`src/hdl/pad_ctrl_macros.svh`:
```
/* Pad count and configuration field widths for the pad-control block.
   Included by the package and by every module that sizes ports with them. */

`ifndef PAD_CTRL_MACROS_SVH
`define PAD_CTRL_MACROS_SVH

// Number of pads, also the width of each peripheral group vector
`define N_IO 16

// Mux selection width, one code per group plus off
`define NBIT_PADMUX 2

// Electrical configuration word per pad
`define NBIT_PADCFG 6

`endif

```
`src/hdl/pad_ctrl_pkg.sv`:
```
/* Shared types for the pad-control block: pad index, mux selection and
   per-pad configuration word. */

`include "pad_ctrl_macros.svh"

package pad_ctrl_pkg;

  // Pad index, wide enough to address every pad
  typedef logic [$clog2(`N_IO)-1:0] pad_idx_t;

  // Peripheral group that owns a pad
  typedef enum logic [`NBIT_PADMUX-1:0] {
    PADMUX_PERIO  = 2'd0,
    PADMUX_APBIO  = 2'd1,
    PADMUX_FPGAIO = 2'd2,
    // Pad released, no group drives or sees it
    PADMUX_OFF    = 2'd3
  } padmux_sel_t;

  // Electrical pad configuration, driven straight to the pad frame
  typedef logic [`NBIT_PADCFG-1:0] padcfg_t;

  // Configuration word held by every pad after reset
  localparam padcfg_t PADCFG_RESET = '0;

endpackage

```
`src/hdl/pad_cfg_bank.sv`:
```
/* Bank of per-pad configuration registers, one entry per pad, written by a
   single-cycle strobe. The entry type is a parameter so one bank serves both fields. */

`timescale 1ns/1ps

`include "pad_ctrl_macros.svh"

module pad_cfg_bank #(
  parameter type    entry_t   = logic,
  parameter entry_t RESET_VAL = '0
) (
  input  logic                    ref_clk_i,
  input  logic                    rst_n_i,
  input  logic                    we_i,
  input  pad_ctrl_pkg::pad_idx_t  idx_i,
  input  entry_t                  data_i,
  output entry_t [`N_IO-1:0]      entries_o
);

  entry_t [`N_IO-1:0] entries_q;
  logic   [`N_IO-1:0] wr_en;

  // Decode the strobe onto the addressed entry
  always_comb begin
    wr_en        = '0;
    wr_en[idx_i] = we_i;
  end

  // One register per pad
  for (genvar i = 0; i < `N_IO; i++) begin : g_entry
    always_ff @(posedge ref_clk_i or negedge rst_n_i) begin
      if (!rst_n_i) begin
        entries_q[i] <= RESET_VAL;
      end else if (wr_en[i]) begin
        entries_q[i] <= data_i;
      end
    end
  end

  // Outputs come straight from the flops, so the new value is
  // visible right after the write edge
  assign entries_o = entries_q;

endmodule

```
`src/hdl/pad_mux_cell.sv`:
```
/* One pad's routing cell: picks the owning group's output and enable, and
   synchronizes the pad input before steering it to that group only. */

`timescale 1ns/1ps

module pad_mux_cell (
  input  logic                       ref_clk_i,
  input  logic                       rst_n_i,
  input  pad_ctrl_pkg::padmux_sel_t  sel_i,

  // Group outputs and enables for this pad
  input  logic                       perio_out_i,
  input  logic                       perio_oe_i,
  input  logic                       apbio_out_i,
  input  logic                       apbio_oe_i,
  input  logic                       fpgaio_out_i,
  input  logic                       fpgaio_oe_i,

  // Pad side
  input  logic                       pad_in_i,
  output logic                       pad_out_o,
  output logic                       pad_oe_o,

  // Steered input, one bit per group
  output logic                       perio_in_o,
  output logic                       apbio_in_o,
  output logic                       fpgaio_in_o
);

  import pad_ctrl_pkg::*;

  logic sel_perio;
  logic sel_apbio;
  logic sel_fpgaio;

  logic sync_meta_q;
  logic sync_q;

  // One-hot group decode, PADMUX_OFF matches none of them
  assign sel_perio  = (sel_i == PADMUX_PERIO);
  assign sel_apbio  = (sel_i == PADMUX_APBIO);
  assign sel_fpgaio = (sel_i == PADMUX_FPGAIO);

  // Output path
  always_comb begin
    pad_out_o = 1'b0;
    pad_oe_o  = 1'b0;
    case (sel_i)
      PADMUX_PERIO: begin
        pad_out_o = perio_out_i;
        pad_oe_o  = perio_oe_i;
      end
      PADMUX_APBIO: begin
        pad_out_o = apbio_out_i;
        pad_oe_o  = apbio_oe_i;
      end
      PADMUX_FPGAIO: begin
        pad_out_o = fpgaio_out_i;
        pad_oe_o  = fpgaio_oe_i;
      end
      // Released pad stays undriven
      default: begin
        pad_out_o = 1'b0;
        pad_oe_o  = 1'b0;
      end
    endcase
  end

  // Two-flop synchronizer on the pad input
  always_ff @(posedge ref_clk_i or negedge rst_n_i) begin
    if (!rst_n_i) begin
      sync_meta_q <= 1'b0;
      sync_q      <= 1'b0;
    end else begin
      sync_meta_q <= pad_in_i;
      sync_q      <= sync_meta_q;
    end
  end

  // Steering follows the selection at once; only the owner sees the pad
  assign perio_in_o  = sel_perio  & sync_q;
  assign apbio_in_o  = sel_apbio  & sync_q;
  assign fpgaio_in_o = sel_fpgaio & sync_q;

endmodule

```
`src/hdl/pad_ctrl_top.sv`:
```
/* Pad-control top level: holds the mux and pad configuration banks and one
   routing cell per pad between the three peripheral groups and the pad frame. */

`timescale 1ns/1ps

`include "pad_ctrl_macros.svh"

module pad_ctrl_top (
  input  logic                                  ref_clk_i,
  input  logic                                  rst_n_i,

  // Configuration strobe, writes both fields of one pad
  input  logic                                  cfg_we_i,
  input  pad_ctrl_pkg::pad_idx_t                cfg_pad_i,
  input  pad_ctrl_pkg::padmux_sel_t             cfg_mux_i,
  input  pad_ctrl_pkg::padcfg_t                 cfg_padcfg_i,

  // PERIO group
  input  logic [`N_IO-1:0]                      perio_out_i,
  input  logic [`N_IO-1:0]                      perio_oe_i,
  output logic [`N_IO-1:0]                      perio_in_o,

  // APBIO group
  input  logic [`N_IO-1:0]                      apbio_out_i,
  input  logic [`N_IO-1:0]                      apbio_oe_i,
  output logic [`N_IO-1:0]                      apbio_in_o,

  // FPGAIO group
  input  logic [`N_IO-1:0]                      fpgaio_out_i,
  input  logic [`N_IO-1:0]                      fpgaio_oe_i,
  output logic [`N_IO-1:0]                      fpgaio_in_o,

  // Pad frame
  input  logic [`N_IO-1:0]                      io_in_i,
  output logic [`N_IO-1:0]                      io_out_o,
  output logic [`N_IO-1:0]                      io_oe_o,
  output pad_ctrl_pkg::padcfg_t [`N_IO-1:0]     pad_cfg_o
);

  import pad_ctrl_pkg::*;

  // Current owner of every pad
  padmux_sel_t [`N_IO-1:0] pad_mux_sel;

  // Mux selection bank
  pad_cfg_bank #(
    .entry_t   (padmux_sel_t),
    .RESET_VAL (PADMUX_OFF)
  ) i_mux_bank (
    .ref_clk_i (ref_clk_i),
    .rst_n_i   (rst_n_i),
    .we_i      (cfg_we_i),
    .idx_i     (cfg_pad_i),
    .data_i    (cfg_mux_i),
    .entries_o (pad_mux_sel)
  );

  // Electrical configuration bank, goes straight out to the pads
  pad_cfg_bank #(
    .entry_t   (padcfg_t),
    .RESET_VAL (PADCFG_RESET)
  ) i_padcfg_bank (
    .ref_clk_i (ref_clk_i),
    .rst_n_i   (rst_n_i),
    .we_i      (cfg_we_i),
    .idx_i     (cfg_pad_i),
    .data_i    (cfg_padcfg_i),
    .entries_o (pad_cfg_o)
  );

  // One cell per pad, group vectors sliced bit by bit
  for (genvar i = 0; i < `N_IO; i++) begin : g_pad
    pad_mux_cell i_pad_mux_cell (
      .ref_clk_i    (ref_clk_i),
      .rst_n_i      (rst_n_i),
      .sel_i        (pad_mux_sel[i]),

      .perio_out_i  (perio_out_i[i]),
      .perio_oe_i   (perio_oe_i[i]),
      .apbio_out_i  (apbio_out_i[i]),
      .apbio_oe_i   (apbio_oe_i[i]),
      .fpgaio_out_i (fpgaio_out_i[i]),
      .fpgaio_oe_i  (fpgaio_oe_i[i]),

      .pad_in_i     (io_in_i[i]),
      .pad_out_o    (io_out_o[i]),
      .pad_oe_o     (io_oe_o[i]),

      // Gathered back into the group input vectors
      .perio_in_o   (perio_in_o[i]),
      .apbio_in_o   (apbio_in_o[i]),
      .fpgaio_in_o  (fpgaio_in_o[i])
    );
  end

endmodule

```
`config.mk`:
```
export PLATFORM = sky130hd
export DESIGN_NAME = pad_ctrl_top
export DESIGN_NICKNAME = d
export VERILOG_FILES = /design/src/hdl/pad_ctrl_pkg.sv /design/src/hdl/pad_cfg_bank.sv /design/src/hdl/pad_mux_cell.sv /design/src/hdl/pad_ctrl_top.sv
export VERILOG_INCLUDE_DIRS = /design/src /design/src/hdl
export SDC_FILE = /design/constraint.sdc
export NUM_CORES = 1
export LEC_CHECK = 0
export ABC_AREA = 0
export ABC_CLOCK_PERIOD_IN_PS = 1460
export BUFFER_PORTS_ARGS = -buffer_cell sky130_fd_sc_hd__buf_2
export CAP_MARGIN = 20
export CORE_MARGIN = 2
export CORE_UTILIZATION = 35
export CTS_CLUSTER_SIZE = 16
export DETAILED_ROUTE_END_ITERATION = 6
export PLACE_DENSITY = 0.62
export SYNTH_ARGS = -nofsm -noshare
export SYNTH_HDL_FRONTEND = slang
export SYNTH_HIERARCHICAL = 1
export SYNTH_SLANG_ARGS = --single-unit
```
`constraint.sdc`:
```
create_clock -name ref_clk_i -period 1.46 [get_ports ref_clk_i]
set_clock_uncertainty 0.15 [all_clocks]
set_input_delay 0.146 -clock ref_clk_i [delete_from_list [all_inputs] [get_ports ref_clk_i]]
set_output_delay 0.146 -clock ref_clk_i [all_outputs]
set_load 0.02 [all_outputs]
```
==> Implementation_results.wiki <==
{| class="wikitable"
! Metric !! Value
|-
| Path class of the lowest-slack min-delay path || input pin to asynchronous set/reset pin
|-
| Worst Path Arrival || 1.54 ns
|-
| Post-synthesis sequential area ratio || 58.6%
|-
| Final setup fails || 80
|-
| Maximum number of pins on one net before global-route repair || 37
|-
| DRC violation count after routing || 0
|-
| Startpoint class of the critical path || flip-flop
|-
| Area growth, synth to finish || 59.1%
|-
| Synthesized area per cell || 14.5 um^2
|-
| Port Buffer Count || 302
|-
| Destination of the critical timing path || io_out_o[6]
|-
| Longest Clk Path Bufs || 2
|-
| Routed metal-1 wirelength || 8.54 mm
|-
| Final clock period utilization by the worst path || 126%
|-
| Cell count after synthesis || 477
|-
| Cell breakdown of the critical path || mux2i_1 > o2bb2ai_1 > buf_4
|-
| Number of buffers created by CTS || 17
|-
| Reg clk slew, reported paths || 0.06 ns
|-
| Max stage delay cell, worst path || dfstp_2
|-
| Area fraction of the dominant cell type after synthesis || 46.4%
|-
| Pwr/cell area || 1520 nW/um^2
|-
| Final count of pins violating max slew || 0
|-
| Synthesis warning total || 6
|-
| Count of maximum capacitance violations || 0
|-
| Count of routing violations after the opening detailed-route iteration || 159
|-
| Total leakage power || 5.35 nW
|-
| Setup slack on the worst flop-to-flop path || 0.13 ns
|-
| Full die area || 20900 um^2
|-
| Critical register-to-register path startpoint || i_mux_bank/entries_o[16]$_DFFE_PN1P_
|-
| Post-synth cell types || 25
|-
| Met3 routed WL || 1.89 mm
|-
| Worst-case headroom to the max-slew limit || 73.3%
|-
| Number of flops mapped to enable cells by yosys || 0
|-
| Ys async rst share || 100%
|-
| Buffer cell driving the clock tree root || clkbuf_16
|-
| Maximum fanout count along the critical path || 6
|-
| Worst setup path start || i_mux_bank/entries_o[12]$_DFFE_PN1P_
|-
| Worst Tran Pin Value || 0.400 ns
|-
| Count of TritonRoute iterations in the first routing pass || 4
|-
| Crit Reg-Reg Endpoint || i_mux_bank/entries_o[16]$_DFFE_PN1P_
|-
| Total routed wirelength || 21.1 mm
|-
| H-Tree Depth || 4
|-
| Required @ worst endpoint || 1.16 ns
|-
| Core footprint || 19400 um^2
|-
| Post-route antenna net violation count || 0
|-
| Most common flop cell mapped by yosys || dfrtp_1
|-
| Number of global-route vias before repair || 5554
|-
| Clock period minus worst slack || 1.84 ns
|-
| Met2 routed wirelength || 10.3 mm
|-
| Post-place instance area || 9110 um^2
|-
| Post-synthesis instance area || 6910 um^2
|-
| Capturing element type of the critical path || primary output
|-
| Antenna violations before repair || 0
|-
| Via density per instance || 4.74
|-
| Width of the die || 144 um
|-
| Net count, final || 1019
|-
| First-pass GRT wire length || 30.7 mm
|-
| Max rail drop VDD || 0.868 mV
|-
| Top cell types by occurrence after synthesis || dfrtp_1, mux2_2, dfstp_2, mux2i_1, o2bb2ai_1
|-
| Global-route usage over all layers || 19.4%
|-
| Number of primary I/O pins || 303
|-
| TritonCTS clock tree || yes
|-
| DR vias || 5542
|-
| CTS Sinks || 160
|-
| Number of nets in the synthesized netlist || 604
|-
| Number of antenna repair diodes || 0
|-
| Hold violation total from the final report || 0
|-
| Pre-CTS worst setup slack || -0.163 ns
|-
| Top layer in use || met4
|-
| Die extent in y || 144 um
|-
| Worst-case setup margin in the final layout || -0.377 ns
|-
| Insertion delay of the later-clocked pin in the worst-skew pair || 0.41 ns
|-
| Outcome || finished with violations
|-
| Fillers || 1638
|-
| RSZ-0062 raised after global routing || yes
|-
| Cells taking the most area after synthesis || dfrtp_1, mux2_2, dfstp_2, mux2i_1, o2bb2ai_1
|-
| Stage delay of the slowest cell on the critical path || 0.63 ns
|-
| Setup Crit Path Kind || flip-flop to primary output
|-
| Fmax || 544 MHz
|-
| Initial Utilization || 35.6%
|-
| Std cell rows || 51
|-
| Top-count cell post-synth || dfrtp_1
|-
| Residual overflow from global routing || 0
|-
| Design area || 11000 um^2
|-
| Library cell with the largest summed area after synthesis || dfrtp_1
|-
| Final weighted congestion in routability-driven placement || 0.791
|-
| R2R cell count || 5
|-
| Fraction of final layout cells with drive strength greater than 1 || 70.1%
|-
| Final HPWL from detailed placement || 14.9 mm
|-
| Average routed wire per standard cell || 18.0 um
|-
| Yosys reg bits || 160
|-
| Failing checks || setup timing
|}
area by class of cell:
class,instances,area [um^2],share of cell area (%)
flip-flops and latches,160,4040,36.8
multi-input cells,304,3090,28.1
repair buffers,409,2920,26.6
clock buffers,20,447,4.07
well taps,265,332,3.02
clock inverters,12,155,1.41
through the flow:
step / cells / hold WS, ns / utilization [%] / power, W / setup TNS [ns]
after floorplan: 477 / -0.300 / - / 0.00884 / 0
final: 1170 / 0.0725 / 56.6 / 0.0167 / -20.39
after detailed placement: 1080 / -0.0663 / 47.0 / 0.0108 / -3.96
after CTS: 1146 / 0.0616 / 55.0 / 0.0164 / -20.69
after global routing: 1170 / 0.0747 / 56.6 / 0.0176 / -25.71
after global placement: 1080 / -0.0673 / 47.0 / 0.0108 / -3.08
worst max-delay path: cells and delay by family, from the launching register on:
family | cells | cell delay [ns]
buffers and inverters | 1 | 0.17
muxes | 1 | 0.23
DFF | 1 | 0.63
AOI/OAI and AO/OA | 1 | 0.11
cells in the final DEF, fill, tap and decap left out, drive strengths merged, types with 3 or more instances in the layout:
master       netlist  layout
and2              16      16
and3b             16      16
buf                2     392
bufinv             0       3
clkbuf            11      20
clkinv             0       4
dfrtp            128     128
dfstp             32      32
dlygate4sd3        0      17
inv                0       3
mux2             128     128
mux2i             32      32
nand2              4       4
nand2b            12      12
nand3b             5       5
nor2              20      20
nor2b             16      16
nor3b             18      18
o2bb2ai           32      32
layer usage:
metal	up-vias	GRT usage (%)
met4	0	5.26
met5	-	0
met2	209	32.6
met3	22	7.62
met1	2752	23.3
li1	2559	-
cell families after synthesis:
group	count (synthesis)	share of synthesized area (%)
buf+inv	13	0.743
compound gates	32	4.06
simple gates	112	10.9
mux	160	25.7
flops	160	58.6
sequential cells by signal (all words and copies together) (netlist names):
signal,flops
i_padcfg_bank/entries_o,96
i_mux_bank/entries_o,32
g_pad.i_pad_mux_cell/sync_meta_q,16
g_pad.i_pad_mux_cell/sync_q,16
what timing repair did:
item / 4_1_cts / 5_1_grt
hold buffers: 17 / 0
setup endpoints to repair: 80 / 80
pin swaps: 53 / 15
setup buffers: 17 / 26
hold endpoints to repair: 144 / 0
gates resized for setup: 195 / 35
worst min-delay path by stage:
stage               startpoint                                       endpoint  slack [ns]  cells past startpoint
floorplan              rst_n_i  g_pad[0].i_pad_mux_cell/sync_meta_q$_DFF_PN0_       -0.30                      0
global placement       rst_n_i        i_padcfg_bank/entries_o[75]$_DFFE_PN0P_       -0.07                      1
detailed placement     rst_n_i        i_padcfg_bank/entries_o[72]$_DFFE_PN0P_       -0.07                      1
CTS                    rst_n_i        i_padcfg_bank/entries_o[72]$_DFFE_PN0P_        0.06                      2
global route           rst_n_i         i_padcfg_bank/entries_o[9]$_DFFE_PN0P_        0.07                      2
finish                 rst_n_i        i_padcfg_bank/entries_o[72]$_DFFE_PN0P_        0.07                      2
where the power goes:
group          internal [W]  total [W]  switching, W
logic               0.00307    0.00604       0.00297
registers           0.00547    0.00611      0.000641
clock network       0.00275    0.00453       0.00178
total                0.0113     0.0167       0.00539
Note: power is estimated with default switching activity, not from simulation.
